File: src/design/usbd_pkg.sv
`default_nettype none

package usbd_pkg;

    //----------------------------------------------------------------------------
    // widths
    //----------------------------------------------------------------------------
    // address bits carried in the request struct
    localparam int AHB_ADDR_W = 12;
    // link endpoint number
    localparam int EP_W = 4;
    // fifo occupancy, wide enough for 4095 entries
    localparam int CNT_W = 12;

    // control endpoint
    localparam logic [EP_W-1:0] EP0 = 4'd0;

    //----------------------------------------------------------------------------
    // register fields
    //----------------------------------------------------------------------------
    // control register
    localparam int CR_EN_BIT       = 0;
    localparam int CR_OUT_IE_BIT   = 31;
    localparam int CR_IN_IE_BIT    = 30;
    localparam int CR_SETUP_IE_BIT = 29;

    // status register low bits, flags share the enable positions
    localparam int SR_ONLINE_BIT  = 0;
    localparam int SR_SUSPEND_BIT = 1;
    localparam int SR_HISPEED_BIT = 2;
    localparam int SR_SETUP_BIT   = 3;
    localparam int SR_EP_LSB      = 4;

    // rx/tx fifo status words
    localparam int FIFO_EMPTY_BIT = 0;
    localparam int FIFO_FULL_BIT  = 16;

    // count word, one half per direction
    localparam int NUM_RX_LSB = 0;
    localparam int NUM_TX_LSB = 16;

    //----------------------------------------------------------------------------
    // types
    //----------------------------------------------------------------------------
    typedef enum logic [2:0] {
        SIZE_BYTE = 3'b000,
        SIZE_HALF = 3'b001,
        SIZE_WORD = 3'b010
    } hsize_e;

    // word index, haddr[6:2]
    typedef enum logic [4:0] {
        CSR_SR       = 5'd0,
        CSR_CR       = 5'd1,
        CSR_RXST     = 5'd2,
        CSR_TXST     = 5'd3,
        CSR_EP0_FIFO = 5'd4,
        CSR_EP0_NUM  = 5'd20
    } csr_idx_e;

    typedef logic [CNT_W-1:0] ep_count_t;

    typedef struct packed {
        logic                  hsel;
        logic [AHB_ADDR_W-1:0] haddr;
        logic [1:0]            htrans;
        hsize_e                hsize;
        logic                  hwrite;
        logic                  hready;
        logic [31:0]           hwdata;
    } ahb_req_t;

    // data phase command
    typedef struct packed {
        logic     rd;
        logic     wr;
        csr_idx_e idx;
        logic [3:0] be;
    } bus_cmd_t;

    // from the link controller
    typedef struct packed {
        logic            link_rst;
        logic            hispeed;
        logic            suspend;
        logic            online;
        logic [EP_W-1:0] ep;
        logic [7:0]      rxdat;
        logic            rxval;
        logic            rxact;
        logic            setup;
        logic            txpop;
        logic            txact;
    } usb_link_in_t;

    // to the link controller
    typedef struct packed {
        logic       rxrdy;
        logic [7:0] txdat;
        logic       txval;
        ep_count_t  txlen;
    } usb_link_out_t;

endpackage

`default_nettype wire

File: src/design/ahb_bus_capture.sv
`timescale 1ns/1ps
`default_nettype none

module ahb_bus_capture #(
    parameter int ADDR_WIDTH = 12
) (
    input  wire logic               hclk,
    input  wire logic               hresetn,
    input  wire usbd_pkg::ahb_req_t ahb_req_i,
    output usbd_pkg::bus_cmd_t      cmd_o
);

    logic                  trans_req;
    logic                  rd_req;
    logic                  wr_req;
    logic                  upd_rd;
    logic                  upd_wr;
    logic [ADDR_WIDTH-1:0] addr_q;
    logic                  rd_q;
    logic                  wr_q;
    logic [3:0]            be_nxt;
    logic [3:0]            be_q;

    // nonseq/seq only, previous transfer done
    assign trans_req = ahb_req_i.hready & ahb_req_i.hsel & ahb_req_i.htrans[1];
    assign rd_req    = trans_req & ~ahb_req_i.hwrite;
    assign wr_req    = trans_req &  ahb_req_i.hwrite;

    // new request, or end of an active one
    assign upd_rd = rd_req | (rd_q & ahb_req_i.hready);
    assign upd_wr = wr_req | (wr_q & ahb_req_i.hready);

    //----------------------------------------------------------------------------
    // byte lanes from size and low address
    //----------------------------------------------------------------------------
    always_comb begin
        case (ahb_req_i.hsize)
            usbd_pkg::SIZE_BYTE: be_nxt = 4'b0001 << ahb_req_i.haddr[1:0];
            // upper or lower pair
            usbd_pkg::SIZE_HALF: be_nxt = ahb_req_i.haddr[1] ? 4'b1100 : 4'b0011;
            default:             be_nxt = 4'b1111;
        endcase
    end

    // address held for the data phase
    always_ff @(posedge hclk or negedge hresetn) begin
        if (!hresetn) begin
            addr_q <= '0;
        end else if (trans_req) begin
            addr_q <= ahb_req_i.haddr[ADDR_WIDTH-1:0];
        end
    end

    always_ff @(posedge hclk or negedge hresetn) begin
        if (!hresetn) begin
            rd_q <= 1'b0;
            wr_q <= 1'b0;
            be_q <= '0;
        end else begin
            if (upd_rd) begin
                rd_q <= rd_req;
            end
            if (upd_wr) begin
                wr_q <= wr_req;
            end
            if (upd_rd | upd_wr) begin
                be_q <= be_nxt;
            end
        end
    end

    assign cmd_o = '{
        rd:  rd_q,
        wr:  wr_q,
        idx: usbd_pkg::csr_idx_e'(addr_q[6:2]),
        be:  be_q
    };

endmodule

`default_nettype wire

File: src/design/ep0_fifo.sv
`timescale 1ns/1ps
`default_nettype none

module ep0_fifo #(
    parameter int FIFO_DEPTH = 64
) (
    input  wire logic          hclk,
    input  wire logic          hresetn,
    input  wire logic          clear_i,
    input  wire logic          push_i,
    input  wire logic [7:0]    push_data_i,
    input  wire logic          pop_i,
    output logic [7:0]         head_o,
    output usbd_pkg::ep_count_t count_o,
    output logic               empty_o,
    output logic               full_o
);

    localparam int PTR_W = (FIFO_DEPTH > 1) ? $clog2(FIFO_DEPTH) : 1;
    localparam logic [PTR_W-1:0] LAST = PTR_W'(FIFO_DEPTH - 1);

    logic [7:0]          mem [FIFO_DEPTH];
    logic [PTR_W-1:0]    wr_ptr;
    logic [PTR_W-1:0]    rd_ptr;
    usbd_pkg::ep_count_t count_q;
    logic                do_push;
    logic                do_pop;

    // wrap at depth, not necessarily a power of two
    function automatic logic [PTR_W-1:0] next_ptr(input logic [PTR_W-1:0] ptr);
        return (ptr == LAST) ? '0 : ptr + 1'b1;
    endfunction

    assign empty_o = (count_q == '0);
    assign full_o  = (count_q == usbd_pkg::ep_count_t'(FIFO_DEPTH));

    // push on full and pop on empty are dropped
    assign do_push = push_i & ~full_o;
    assign do_pop  = pop_i & ~empty_o;

    // show-ahead head
    assign head_o  = mem[rd_ptr];
    assign count_o = count_q;

    // storage
    always_ff @(posedge hclk) begin
        if (do_push) begin
            mem[wr_ptr] <= push_data_i;
        end
    end

    always_ff @(posedge hclk or negedge hresetn) begin
        if (!hresetn) begin
            wr_ptr  <= '0;
            rd_ptr  <= '0;
            count_q <= '0;
        end else if (clear_i) begin
            wr_ptr  <= '0;
            rd_ptr  <= '0;
            count_q <= '0;
        end else begin
            if (do_push) begin
                wr_ptr <= next_ptr(wr_ptr);
            end
            if (do_pop) begin
                rd_ptr <= next_ptr(rd_ptr);
            end
            // push and pop together leave count alone
            case ({do_push, do_pop})
                2'b10:   count_q <= count_q + 1'b1;
                2'b01:   count_q <= count_q - 1'b1;
                default: count_q <= count_q;
            endcase
        end
    end

endmodule

`default_nettype wire

File: src/design/usbd_irq_status.sv
`timescale 1ns/1ps
`default_nettype none

module usbd_irq_status (
    input  wire logic                   hclk,
    input  wire logic                   hresetn,
    input  wire usbd_pkg::usb_link_in_t link_i,
    input  wire usbd_pkg::bus_cmd_t     cmd_i,
    input  wire logic [31:0]            wdata_i,
    output logic                        out_flag_o,
    output logic                        setup_flag_o,
    output logic [usbd_pkg::EP_W-1:0]   latched_ep_o,
    output logic                        setup_seen_o
);

    logic rxact_q;
    logic setup_q;
    logic rxact_rise;
    logic rxact_fall;
    logic setup_fall;
    logic sr_write;

    //----------------------------------------------------------------------------
    // link edges
    //----------------------------------------------------------------------------
    assign rxact_rise = ~rxact_q & link_i.rxact;
    assign rxact_fall = rxact_q & ~link_i.rxact;
    assign setup_fall = setup_q & ~link_i.setup;

    // w1c access to the status word
    assign sr_write = cmd_i.wr && (cmd_i.idx == usbd_pkg::CSR_SR);

    always_ff @(posedge hclk or negedge hresetn) begin
        if (!hresetn) begin
            rxact_q      <= 1'b0;
            setup_q      <= 1'b0;
            out_flag_o   <= 1'b0;
            setup_flag_o <= 1'b0;
            latched_ep_o <= '0;
        end else if (link_i.link_rst) begin
            // bus reset from the link side
            rxact_q      <= 1'b0;
            setup_q      <= 1'b0;
            out_flag_o   <= 1'b0;
            setup_flag_o <= 1'b0;
            latched_ep_o <= '0;
        end else begin
            rxact_q <= link_i.rxact;
            setup_q <= link_i.setup;

            // endpoint of the packet now arriving
            if (rxact_rise) begin
                latched_ep_o <= link_i.ep;
            end
            // end of an OUT transfer
            if (rxact_fall) begin
                out_flag_o <= 1'b1;
            end
            // end of a SETUP stage
            if (setup_fall) begin
                setup_flag_o <= 1'b1;
            end

            // clear after set, so a clear wins
            if (sr_write) begin
                if (wdata_i[usbd_pkg::CR_OUT_IE_BIT]) begin
                    out_flag_o <= 1'b0;
                end
                if (wdata_i[usbd_pkg::CR_SETUP_IE_BIT]) begin
                    setup_flag_o <= 1'b0;
                end
            end
        end
    end

    // registered setup level, shown in the status word
    assign setup_seen_o = setup_q;

endmodule

`default_nettype wire

File: src/design/usbd_csr.sv
`timescale 1ns/1ps
`default_nettype none

module usbd_csr (
    input  wire logic                   hclk,
    input  wire logic                   hresetn,
    input  wire usbd_pkg::bus_cmd_t     cmd_i,
    input  wire logic [31:0]            wdata_i,
    input  wire usbd_pkg::usb_link_in_t link_i,
    input  wire logic                   out_flag_i,
    input  wire logic                   setup_flag_i,
    input  wire logic [usbd_pkg::EP_W-1:0] latched_ep_i,
    input  wire logic                   setup_seen_i,
    // receive fifo
    input  wire logic [7:0]             rx_head_i,
    input  wire usbd_pkg::ep_count_t    rx_count_i,
    input  wire logic                   rx_empty_i,
    input  wire logic                   rx_full_i,
    // transmit fifo
    input  wire usbd_pkg::ep_count_t    tx_count_i,
    input  wire logic                   tx_empty_i,
    input  wire logic                   tx_full_i,
    output logic [31:0]                 rdata_o,
    output logic                        rx_pop_o,
    output logic                        tx_push_o,
    output usbd_pkg::ep_count_t         txdat_len_o,
    output logic                        intr_o,
    output logic                        usb_nrst_o
);

    logic [31:0] ctrl_q;
    logic        cr_write;
    logic        fifo_sel;

    assign cr_write = cmd_i.wr && (cmd_i.idx == usbd_pkg::CSR_CR);
    assign fifo_sel = (cmd_i.idx == usbd_pkg::CSR_EP0_FIFO);

    //----------------------------------------------------------------------------
    // control register, per byte lane
    //----------------------------------------------------------------------------
    always_ff @(posedge hclk or negedge hresetn) begin
        if (!hresetn) begin
            ctrl_q <= '0;
        end else if (cr_write) begin
            for (int lane = 0; lane < 4; lane++) begin
                if (cmd_i.be[lane]) begin
                    ctrl_q[lane*8 +: 8] <= wdata_i[lane*8 +: 8];
                end
            end
        end
    end

    // tx length follows the count, frozen while sending
    always_ff @(posedge hclk or negedge hresetn) begin
        if (!hresetn) begin
            txdat_len_o <= '0;
        end else if (link_i.link_rst) begin
            txdat_len_o <= '0;
        end else if (!link_i.txact) begin
            txdat_len_o <= tx_count_i;
        end
    end

    // ep0 data port, read pops rx and write pushes tx
    assign rx_pop_o  = cmd_i.rd & fifo_sel;
    assign tx_push_o = cmd_i.wr & fifo_sel;

    //----------------------------------------------------------------------------
    // read mux, zero wait state
    //----------------------------------------------------------------------------
    always_comb begin
        rdata_o = '0;
        if (cmd_i.rd) begin
            case (cmd_i.idx)
                usbd_pkg::CSR_SR: begin
                    rdata_o[usbd_pkg::CR_OUT_IE_BIT]   = out_flag_i;
                    // no IN event from the link, reads zero
                    rdata_o[usbd_pkg::CR_IN_IE_BIT]    = 1'b0;
                    rdata_o[usbd_pkg::CR_SETUP_IE_BIT] = setup_flag_i;
                    rdata_o[usbd_pkg::SR_EP_LSB +: usbd_pkg::EP_W] = latched_ep_i;
                    rdata_o[usbd_pkg::SR_SETUP_BIT]    = setup_seen_i;
                    rdata_o[usbd_pkg::SR_HISPEED_BIT]  = link_i.hispeed;
                    rdata_o[usbd_pkg::SR_SUSPEND_BIT]  = link_i.suspend;
                    rdata_o[usbd_pkg::SR_ONLINE_BIT]   = link_i.online;
                end
                usbd_pkg::CSR_CR: begin
                    rdata_o = ctrl_q;
                end
                usbd_pkg::CSR_RXST: begin
                    rdata_o[usbd_pkg::FIFO_FULL_BIT]  = rx_full_i;
                    rdata_o[usbd_pkg::FIFO_EMPTY_BIT] = rx_empty_i;
                end
                usbd_pkg::CSR_TXST: begin
                    rdata_o[usbd_pkg::FIFO_FULL_BIT]  = tx_full_i;
                    rdata_o[usbd_pkg::FIFO_EMPTY_BIT] = tx_empty_i;
                end
                // stale head if the fifo is empty
                usbd_pkg::CSR_EP0_FIFO: begin
                    rdata_o[7:0] = rx_head_i;
                end
                usbd_pkg::CSR_EP0_NUM: begin
                    rdata_o[usbd_pkg::NUM_TX_LSB +: usbd_pkg::CNT_W] = tx_count_i;
                    rdata_o[usbd_pkg::NUM_RX_LSB +: usbd_pkg::CNT_W] = rx_count_i;
                end
                default: begin
                    rdata_o = '0;
                end
            endcase
        end
    end

    // enabled flags onto one line
    assign intr_o = (ctrl_q[usbd_pkg::CR_OUT_IE_BIT] & out_flag_i) |
                    (ctrl_q[usbd_pkg::CR_SETUP_IE_BIT] & setup_flag_i);

    // link held in reset until enabled
    assign usb_nrst_o = ctrl_q[usbd_pkg::CR_EN_BIT] & hresetn;

endmodule

`default_nettype wire

File: src/design/ahb_usbd_top.sv
`timescale 1ns/1ps
`default_nettype none

module ahb_usbd_top #(
    parameter int ADDR_WIDTH = 12,
    parameter int FIFO_DEPTH = 64
) (
    input  wire logic                   hclk,
    input  wire logic                   hresetn,
    input  wire usbd_pkg::ahb_req_t     ahb_req_i,
    output logic [31:0]                 hrdata_o,
    output logic                        hreadyout_o,
    output logic                        hresp_o,
    input  wire usbd_pkg::usb_link_in_t link_i,
    output usbd_pkg::usb_link_out_t     link_o,
    output logic                        intr_o,
    output logic                        usb_nrst_o
);

    usbd_pkg::bus_cmd_t    cmd;
    logic                  out_flag;
    logic                  setup_flag;
    logic [usbd_pkg::EP_W-1:0] latched_ep;
    logic                  setup_seen;
    logic                  rx_push;
    logic                  rx_pop;
    logic [7:0]            rx_head;
    usbd_pkg::ep_count_t   rx_count;
    logic                  rx_empty;
    logic                  rx_full;
    logic                  tx_push;
    logic                  tx_pop;
    logic [7:0]            tx_head;
    usbd_pkg::ep_count_t   tx_count;
    logic                  tx_empty;
    logic                  tx_full;
    usbd_pkg::ep_count_t   txdat_len;

    // always ready, always OKAY
    assign hreadyout_o = 1'b1;
    assign hresp_o     = 1'b0;

    // only endpoint 0 has a data path
    assign rx_push = link_i.rxval && (link_i.ep == usbd_pkg::EP0);
    assign tx_pop  = link_i.txpop && (link_i.ep == usbd_pkg::EP0);

    assign link_o = '{
        rxrdy: ~rx_full,
        txdat: tx_head,
        txval: ~tx_empty,
        txlen: txdat_len
    };

    //----------------------------------------------------------------------------
    // bus side
    //----------------------------------------------------------------------------
    ahb_bus_capture #(
        .ADDR_WIDTH(ADDR_WIDTH)
    ) u_capture (
        .hclk     (hclk),
        .hresetn  (hresetn),
        .ahb_req_i(ahb_req_i),
        .cmd_o    (cmd)
    );

    usbd_csr u_csr (
        .hclk        (hclk),
        .hresetn     (hresetn),
        .cmd_i       (cmd),
        .wdata_i     (ahb_req_i.hwdata),
        .link_i      (link_i),
        .out_flag_i  (out_flag),
        .setup_flag_i(setup_flag),
        .latched_ep_i(latched_ep),
        .setup_seen_i(setup_seen),
        .rx_head_i   (rx_head),
        .rx_count_i  (rx_count),
        .rx_empty_i  (rx_empty),
        .rx_full_i   (rx_full),
        .tx_count_i  (tx_count),
        .tx_empty_i  (tx_empty),
        .tx_full_i   (tx_full),
        .rdata_o     (hrdata_o),
        .rx_pop_o    (rx_pop),
        .tx_push_o   (tx_push),
        .txdat_len_o (txdat_len),
        .intr_o      (intr_o),
        .usb_nrst_o  (usb_nrst_o)
    );

    usbd_irq_status u_irq (
        .hclk        (hclk),
        .hresetn     (hresetn),
        .link_i      (link_i),
        .cmd_i       (cmd),
        .wdata_i     (ahb_req_i.hwdata),
        .out_flag_o  (out_flag),
        .setup_flag_o(setup_flag),
        .latched_ep_o(latched_ep),
        .setup_seen_o(setup_seen)
    );

    //----------------------------------------------------------------------------
    // ep0 fifos, cleared by link reset
    //----------------------------------------------------------------------------
    ep0_fifo #(
        .FIFO_DEPTH(FIFO_DEPTH)
    ) u_rx_fifo (
        .hclk       (hclk),
        .hresetn    (hresetn),
        .clear_i    (link_i.link_rst),
        .push_i     (rx_push),
        .push_data_i(link_i.rxdat),
        .pop_i      (rx_pop),
        .head_o     (rx_head),
        .count_o    (rx_count),
        .empty_o    (rx_empty),
        .full_o     (rx_full)
    );

    ep0_fifo #(
        .FIFO_DEPTH(FIFO_DEPTH)
    ) u_tx_fifo (
        .hclk       (hclk),
        .hresetn    (hresetn),
        .clear_i    (link_i.link_rst),
        .push_i     (tx_push),
        .push_data_i(ahb_req_i.hwdata[7:0]),
        .pop_i      (tx_pop),
        .head_o     (tx_head),
        .count_o    (tx_count),
        .empty_o    (tx_empty),
        .full_o     (tx_full)
    );

endmodule

`default_nettype wire

File: config.mk
export PLATFORM = sky130hd
export DESIGN_NAME = ahb_usbd_top
export DESIGN_NICKNAME = d
export VERILOG_FILES = /design/src/design/usbd_pkg.sv /design/src/design/ahb_bus_capture.sv /design/src/design/ep0_fifo.sv /design/src/design/usbd_irq_status.sv /design/src/design/usbd_csr.sv /design/src/design/ahb_usbd_top.sv
export SDC_FILE = /design/constraint.sdc
export NUM_CORES = 1
export LEC_CHECK = 0
export BUFFER_PORTS_ARGS = -buffer_cell sky130_fd_sc_hd__buf_2
export CAP_MARGIN = 40
export CORE_ASPECT_RATIO = 0.9
export CORE_MARGIN = 5
export CORE_UTILIZATION = 60
export DETAILED_ROUTE_END_ITERATION = 16
export PLACE_DENSITY_LB_ADDON = 0.08
export SLEW_MARGIN = 15
export SYNTH_ARGS = -nofsm -noshare
export SYNTH_HDL_FRONTEND = slang
export SYNTH_SLANG_ARGS = --single-unit
File: constraint.sdc
create_clock -name hclk -period 9.1 [get_ports hclk]
set_input_delay 0.91 -clock hclk [delete_from_list [all_inputs] [get_ports hclk]]
set_output_delay 0.91 -clock hclk [all_outputs]
set_load 0.005 [all_outputs]
Word level (Yosys, flattened, before mapping). Memories as Yosys holds them, arrays and structs flattened. Index checks and enable logic that the tools add are counted.

Bits in latches: 0. Word-level logic and storage cells: 143. Bits in registers: 113. Memories: 2. Memory bits (read-only): 0. RAM bits: 1024. Output and inout bits: 58.

$add $sub $neg: 8. Equal/unequal tests: 17. $lt $le $gt $ge: 0. Mux-type cells: 45. Shift-type cells: 1. Reduce and logical (&&, ||, !) cells: 20. Divide/modulo/power cells: 0. Bitwise operators: 30. $mul: 0.

Memories: u_rx_fifo.mem (depth 64, bits a word 8, read ports 1, clocked after Yosys merged registers in 0, wr ports 1, RTL line ep0_fifo.sv:22) `logic [7:0] mem [FIFO_DEPTH];`; u_tx_fifo.mem (depth 64, bits a word 8, read ports 1, clocked after Yosys merged registers in 0, wr ports 1, RTL line ep0_fifo.sv:22).

Operator list (count): 6-bit two-way mux (12); 12-bit two-way mux (4); 12-bit one-hot mux with 2 select lines (2); 32-bit two-way mux (1); 7-bit one-hot mux with 4 select lines (1); 12-bit by 1-bit adder with 12-bit output (second input constant) (2); 6-bit by 1-bit adder with 6-bit output (second input constant) (4); 12-bit by 7-bit == test with 1-bit output (second input constant) (2); 6-bit == test (second input constant) (4); 12-bit logical NOT (2); 12-bit by 1-bit subtractor with 12-bit output (second input constant) (2); 11-bit one-hot mux with 2 select lines (1); 1-bit AND (18); 4-bit two-way mux (4); 4-bit one-hot mux with 2 select lines (2); 1-bit two-way mux (15); 5-bit by 2-bit == test with 1-bit output (second input constant) (2); 2-bit nonzero test (5); 1-bit inverter (8); 2-bit AND reduction (4); 1-bit one-hot mux with 6 select lines (1); 3-bit one-hot mux with 2 select lines (1); 3-bit nonzero test (2); 5-bit by 1-bit == test with 1-bit output (second input constant) (1); other kinds (13) (21).

Logic depth before layout (Yosys ltp). Gate-level depths: netlist (run 1).

Word-level depth: 6. Gate-level depth with buffers: 14.

By module. Synthesis (run 1) repeated with hierarchy kept, for this count alone.

Cell total of the unflattened synthesis: 2420. Area, all modules: 46402.0 um^2.

Modules (own cells, without submodules): ep0_fifo (times used 2, area an instance 21531.9 um^2, cells each 1070, sequential area each 15975.3 um^2); usbd_csr (times used 1, area an instance 2468.6 um^2, cells each 203, sequential area each 1101.1 um^2); ahb_bus_capture (times used 1, area an instance 481.7 um^2, cells each 39, sequential area each 275.3 um^2); usbd_irq_status (times used 1, area an instance 332.8 um^2, cells each 29, sequential area each 200.2 um^2); ahb_usbd_top (times used 1, area an instance 55.1 um^2, cells each 9, sequential area each 0.0 um^2).

Worst setup path before layout (run 1). Ideal clock, no wire load.

Path type: input-to-reg. Start: input link_i[13] (netlist bit). End: register u_rx_fifo.count_q[6] (netlist: u_rx_fifo.count_o[6]). Slack: 5.676 ns. Data arrival time: 3.287 ns. Path buffers: 0. Library setup time: 0.136 ns. Required time: 8.964 ns. Cell stages on the path: 11. Cells stage by stage: nor4_2 -> nand2_1 -> a31oi_2 -> nor2_1 -> xor2_1 -> ha_1 -> or3_1 -> or3_1 -> nor3_1 -> or3b_1 -> a21oi_1.

Word-level cells in the longest chain between the ends: 6. Elaborated cells on any way between the ends: 8. Classes of those cells: eq/ne: 2; mux: 2; bitwise: 1; reduce/logical: 3.

Ends and longest elaborated chain: from (decl) (RTL line ahb_usbd_top.sv:14) `input wire usbd_pkg::usb_link_in_t link_i,`; 4-bit logical NOT * (RTL line ahb_usbd_top.sv:44) `assign rx_push = link_i.rxval && (link_i.ep == usbd_pkg::EP0);`; 1-bit logical AND * (RTL line ahb_usbd_top.sv:44); 1-bit AND * (RTL line ep0_fifo.sv:38) `assign do_push = push_i & ~full_o;`; 2-bit by 1-bit == test with 1-bit output or 2-bit == test (tied branches) (RTL line ep0_fifo.sv:69) `case ({do_push, do_pop})`; 12-bit one-hot mux with 2 select lines (RTL line ep0_fifo.sv:69); 12-bit two-way mux (RTL line ep0_fifo.sv:57) `end else if (clear_i) begin`; to (signal assigned) (RTL line ep0_fifo.sv:70) `2'b10: count_q <= count_q + 1'b1;`; to (signal assigned) (RTL line ep0_fifo.sv:71) `2'b01: count_q <= count_q - 1'b1;`; to (signal assigned) (RTL line ep0_fifo.sv:72) `default: count_q <= count_q;`; to (decl) (RTL line ep0_fifo.sv:25) `usbd_pkg::ep_count_t count_q;`.

Mark *: on every way between the ends. The rest lies on a longest branch, timed or not. A chain may end at the register's enable or synchronous reset.

==> results of run 1 <==
## logic make-up after synthesis
family | count (synthesis) | share of synthesized area [%]
buf+inv | 171 | 1.66
mux | 450 | 15.2
compound gates | 291 | 4.43
other cells | 2 | 0.0163
xor+xnor | 17 | 0.323
flops | 1135 | 72.7
simple gates | 518 | 5.48
fa+ha+maj | 6 | 0.163
## where the power goes
| part | internal (mW) | switching (mW) |
|---|---|---|
| combinational | 0.0808 | 0.149 |
| sequential | 5.73 | 0.0382 |
| clock | 2.68 | 1.88 |
## metal layers
metal	up-vias	part of all wire [%]	global-route usage, %	routed length [um]
li1	10700	-	-	-
met1	12700	43	39.7	44700
met2	1209	45	36.6	45900
met3	156	10	6.20	10400
met4	10	1.9	5.12	2010
met5	-	0.069	0	71
## flip-flops by register name, summed over array words and instances (netlist names), 4 cells and up
name,cells
u_rx_fifo.mem,512
u_tx_fifo.mem,512
u_csr.ctrl_q,32
u_csr.txdat_len_o,12
u_rx_fifo.count_o,12
u_tx_fifo.count_o,12
u_rx_fifo.rd_ptr,6
u_rx_fifo.wr_ptr,6
u_tx_fifo.rd_ptr,6
u_tx_fifo.wr_ptr,6
u_capture.addr_q,5
u_capture.be_q,4
u_irq.latched_ep_o,4
## final cells by class
| cell class | instances | area (sq um) | share of cell area (%) |
|---|---|---|---|
| sequential | 1135 | 33500 | 64.8 |
| tap | 1029 | 1290 | 2.49 |
| clock inverter | 47 | 504 | 0.975 |
| inverter | 10 | 37.5 | 0.0726 |
| timing repair buffer | 187 | 1370 | 2.65 |
| clock buffer | 155 | 3140 | 6.07 |
| antenna | 2 | 5.00 | 0.00968 |
| multi-input combinational | 1284 | 11800 | 22.9 |
## cells in the mapped netlist (30+ instances only)
library cell	number	area, sq um
edfxtp_1	1024	30700
nor2_1	220	826
mux2i_1	194	1940
mux4_2	191	4300
dfrtp_1	111	2780
clkbuf_1	85	319
nand2_1	76	285
a22oi_1	61	458
mux2_2	57	642
a21oi_1	56	280
nand3_1	49	245
a22o_1	34	298
nor3_1	34	170
buf_2	30	150
## worst paths after layout
| kind | slack, ns | cells past startpoint | end |
|---|---|---|---|
| worst max-delay path | 3.82 | 6 | link_o[13] |
| worst min-delay path | 0.20 | 1 | u_csr.ctrl_q[13] |
| worst max register to register | 4.98 | 11 | u_rx_fifo.count_o[6] |
| worst min register to register | 0.49 | 2 | u_capture.be_q[2] |
| max in group asynchronous | 7.78 | 3 | u_csr.txdat_len_o[8] |
| min in group hclk | 0.46 | 2 | u_capture.rd_q |
## metrics by stage
stage	hold WS (ns)	cell area [sq um]	total power, mW
after floorplan	0.450	46100	5.95
after global placement	0.462	47500	6.08
after detailed placement	0.472	47900	6.11
after CTS	0.195	51600	10.6
after global routing	0.213	51700	10.9
final	0.203	51700	10.6
## worst max-delay path, cell delays in order (launching register included)
cell     delay [ns]
dfrtp_4        0.87
buf_12         0.71
mux4_1         0.71
mux4_2         0.47
mux2_2         0.32
a211o_1        0.36
buf_2          0.15
==> flow_metrics.tcl, run 1 <==
set metrics [dict create \
    outcome "finished, final reports clean" \
    via_per_inst 6.43 \
    numCtsBuffers 110 \
    cts_resized 0 \
    maxSlewHeadroom_pct 35.8 \
    syn2layout_area_growth_pct 12.2 \
    ys_ff_latch 1135 \
    synth-edff-count 1024 \
    drtPass1Iterations 6 \
    num_rows 96 \
    grtUsageTotal_pct 25.2 \
    clk_transition_reported_paths_ns 0.06 \
    drt_iter0_drc 2875 \
    layout_common_cells "edfxtp_1 (1024), nor2_1 (218), mux2i_1 (194)" \
    dp.cells 3629 \
    ys_seq_area_share_pct 72.7 \
    critPathLaunchType "flop" \
    root_buffer "clkbuf_16" \
    cts_max_path_buffers 3 \
    setup_viol 0 \
    antenna_found_initial 6 \
    min_period_ns 5.28 \
    cts_tree "built" \
    design.portCount 133 \
    powerDensity_nw_per_um2 204 \
    crit_type "flop to output pin" \
    dp_hpwl_mm 64.7 \
    cp.arrival_ns 4.37 \
    hold_violations 0 \
    grt_pass1_wl_mm 155 \
    worst_slack_ns 3.82 \
    tightestPinTransition_ns 0.963 \
    drt_drc_violations_left 0 \
    r2r-start "u_capture.addr_q[2]" \
    dieArea_sq_um 82500 \
    pre_cts_ws_ns 4.42 \
    rsz0062_at_grt "false" \
    overflow 0 \
    num_vias 24800 \
    worstSetupEndpointType "output pin" \
    yosysUniqueCellTypes 76 \
    die_h_um 273 \
    critical_path_required_ns 8.19 \
    synth_cells 2590 \
    fillCellCount 4966 \
    initial_core_util_pct 60.5 \
    routed_wl_mm 103 \
    cts_setup_buffers 0 \
    tns_ns 0 \
    clock_latency_ns 0.66 \
    drive_gt1_share_pct 22.2 \
    fmax_mhz 189 \
    syn_area_sq_um 46100 \
    gp_congestion 0.871 \
    min_path_type "input pin to asynchronous set/reset pin" \
    grt_pass1_vias 24800 \
    p_leak_nw 16.5 \
    ys.flop_type "edfxtp_1" \
    ir_drop_uv 169 \
    ys.warnings.count 0 \
    routedWlPerCell_um 26.8 \
    min_period_over_period_pct 58.0 \
    htreeDepth 3 \
    fin_skew_ns 0.0275 \
    cts.sink_count 1135 \
    core_area_sq_um 76300 \
    ctsHoldBuffers 0 \
    die_w_um 302 \
    cp_max_fo 120 \
    maxCapViolations 0 \
    syn-num-nets 2671 \
    startpoint "u_tx_fifo.rd_ptr[0]" \
    nets 2809 \
    stdcell_count 3849 \
    grt_max_degree 121 \
    ant_nets 0 \
    slew_viol_final 0 \
    layout_commonest_cell "edfxtp_1" \
    syn_avg_cell_area_sq_um 17.8 \
    async_flop_share_pct 9.78 \
    fin_util_pct 67.8 \
    port_buffers 124 \
]
Power figures use the tool's default switching activity.
==> run 2, diff against run 1 <==
--- a/config.mk
+++ b/config.mk
@@ -5,6 +5,7 @@
 export SDC_FILE = /design/constraint.sdc
 export NUM_CORES = 1
 export LEC_CHECK = 0
+export ABC_AREA = 1
 export BUFFER_PORTS_ARGS = -buffer_cell sky130_fd_sc_hd__buf_2
 export CAP_MARGIN = 40
 export CORE_ASPECT_RATIO = 0.9
==> constraint.sdc (replaced) <==
create_clock -name hclk -period 5.5 [get_ports hclk]
set_input_delay 0.55 -clock hclk [delete_from_list [all_inputs] [get_ports hclk]]
set_output_delay 0.55 -clock hclk [all_outputs]
set_load 0.005 [all_outputs]
==> flow_metrics.tcl, run 2 <==
set metrics [dict create \
    cp.arrival_ns 4.15 \
    ant_nets 0 \
    critPathLaunchType "flop" \
    port_buffers 124 \
    overflow 0 \
    layout_common_cells "edfxtp_1 (1024), nor2_1 (774), o21ai_0 (601)" \
    min_period_over_period_pct 85.4 \
    synth_common_cells "edfxtp_1 (1024), nor2_1 (774), o21ai_0 (601)" \
    ys_seq_area_share_pct 71.3 \
    fillCellCount 5588 \
    routed_wl_mm 119 \
    synth_area_leaders "edfxtp_1 (65%), o21ai_0 (6.4%), nor2_1 (6.2%)" \
    via_per_inst 6.25 \
    syn2layout_area_growth_pct 11.6 \
    fmax_mhz 213 \
    ys.flop_type "edfxtp_1" \
    min_path_type "input pin to flop" \
    setup_viol 0 \
    gp_congestion 0.917 \
    grt_max_degree 164 \
    pwr-share-seq_pct 52.2 \
    cts_setup_buffers 0 \
    ys_ff_latch 1135 \
    clock_latency_ns 0.67 \
    drive_gt1_share_pct 11.4 \
    min_period_ns 4.70 \
    async_flop_share_pct 9.78 \
    routedWlPerCell_um 23.1 \
    drtPass1Iterations 6 \
    critical_path_required_ns 4.95 \
    pwr-share-clk_pct 41.7 \
    yosysUniqueCellTypes 52 \
    maxCapViolations 0 \
    cp_max_fo 77 \
    synth_cells 3903 \
    layout_commonest_cell "edfxtp_1" \
    worstSetupEndpointType "output pin" \
    maxSlewHeadroom_pct 37.9 \
    syn_area_sq_um 47000 \
    grtUsageTotal_pct 27.6 \
    fin_skew_ns 0.0259 \
    netlist.area_leader.share_pct 65.4 \
    synth-edff-count 1024 \
    cts.sink_count 1135 \
    p_leak_nw 17.7 \
    syn_avg_cell_area_sq_um 12.0 \
    ys.warnings.count 0 \
    hold_violations 0 \
    p_switching_mw 4.04 \
    drt_drc_violations_left 0 \
    root_buffer "clkbuf_16" \
    tightestPinTransition_ns 0.928 \
    cts_tree "built" \
    top_regs "u_rx_fifo.mem: 512 flops, u_tx_fifo.mem: 512 flops, u_csr.ctrl_q: 32 flops" \
    syn-num-nets 3984 \
    p_sw_share_pct 22.1 \
    drt_iter0_drc 4096 \
    rsz0062_at_grt "false" \
    grt_pass1_vias 29700 \
    design.portCount 133 \
    crit_type "flop to output pin" \
    slew_viol_final 0 \
    antenna_found_initial 2 \
    synth_top_cell_by_area "edfxtp_1" \
    dp_hpwl_mm 69.0 \
    synth_most_common_cell "edfxtp_1" \
    num_rows 97 \
    dieArea_sq_um 84100 \
    comb_power_share_pct 6.1 \
    powerDensity_nw_per_um2 348 \
    clk_transition_reported_paths_ns 0.06 \
    htreeDepth 3 \
    outcome "finished, final reports clean" \
    initial_core_util_pct 60.4 \
    nets 4074 \
    numCtsBuffers 111 \
    die_w_um 305 \
    design_power_total_mw 18.3 \
    num_vias 32100 \
    p_int_mw 14.2 \
    cts_max_path_buffers 3 \
    ir_drop_uv 304 \
    grt_pass1_wl_mm 179 \
    tns_ns 0 \
    core_area_sq_um 77800 \
    die_h_um 276 \
]
[run 2: cells by family after synthesis]
| kind of cell | Yosys count | synth area share, % |
|---|---|---|
| simple gates | 1314 | 11.4 |
| flops | 1135 | 71.3 |
| compound gates | 1044 | 13.1 |
| buf+inv | 370 | 3.24 |
| mux | 26 | 0.623 |
| fa+ha+maj | 6 | 0.160 |
| xor+xnor | 6 | 0.112 |
| other cells | 2 | 0.0160 |
[run 2: repair_timing]
item / 4_1_cts / 5_1_grt
hold buffers: 1 / 0
endpoints found under the hold margin: 53 / 0
gates resized for setup: 0 / 0
[run 2: worst paths after layout]
path | start | to | slack (ns) | cells after the start
min | ahb_req_i[27] | u_csr.ctrl_q[27] | 0.09 | 2
max in group asynchronous | hresetn | u_rx_fifo.rd_ptr[1] | 4.02 | 4
min reg2reg | u_csr.ctrl_q[11] | u_csr.ctrl_q[11] | 0.49 | 1
min in group asynchronous | hresetn | u_csr.ctrl_q[20] | 0.49 | 2
max reg2reg | u_tx_fifo.count_o[4] | u_tx_fifo.mem[56][1] | 2.01 | 8
max | u_rx_fifo.rd_ptr[1] | hrdata_o[3] | 0.80 | 11
[run 2: power by group through the flow]
stage,Sequential (mW),Combinational (mW),Clock [mW]
2_1_floorplan,9.69,0.671,0
3_3_place_gp,9.74,1.05,0
3_5_place_dp,9.73,1.10,0
4_1_cts,9.55,1.10,7.71
5_1_grt,9.55,1.23,8.10
6_report,9.55,1.11,7.63
[run 2: cell type report]
cell class	count	area, sq um	share of cell area (%)
clock inverters	75	696	1.33
inverters	127	489	0.932
flip-flops and latches	1135	33500	63.9
clock buffers	137	2990	5.70
well taps	1039	1300	2.48
diodes	1	2.50	0.00477
multi-input cells	2398	12000	22.8
repair buffers	220	1510	2.87
[run 2: routing by layer]
layer  vias up  track usage (%)  wire length (um)
li1      14600                -                 -
met1     15700             43.4             51300
met2      1665             40.3             51800
met3       202             5.97             13000
met4         4             6.46              2500
met5         -                0                27
[run 2: through the flow]
| stage | hold slack (ns) | util, % | std cells | area [sq um] | setup WS [ns] |
|---|---|---|---|---|---|
| after floorplan | 0.254 | - | 3903 | 47000 | 3.22 |
| after global placement | 0.472 | 62.2 | 4878 | 48400 | 1.58 |
| after detailed placement | 0.481 | 62.5 | 4897 | 48600 | 1.60 |
| after CTS | 0.0549 | 67.2 | 5110 | 52300 | 0.878 |
| after global routing | 0.0768 | 67.5 | 5131 | 52500 | 0.645 |
| final | 0.0896 | 67.5 | 5132 | 52500 | 0.803 |
[run 2: critical path, stage by stage, from the launching register on]
cell	delay [ns]
dfrtp_4	0.69
clkinv_2	0.76
buf_12	0.51
o21ai_0	0.13
o22ai_1	0.10
o21ai_0	0.36
nand3_1	0.21
nand3_1	0.12
nand3_1	0.18
nand2_1	0.11
a21oi_1	0.10
buf_2	0.17
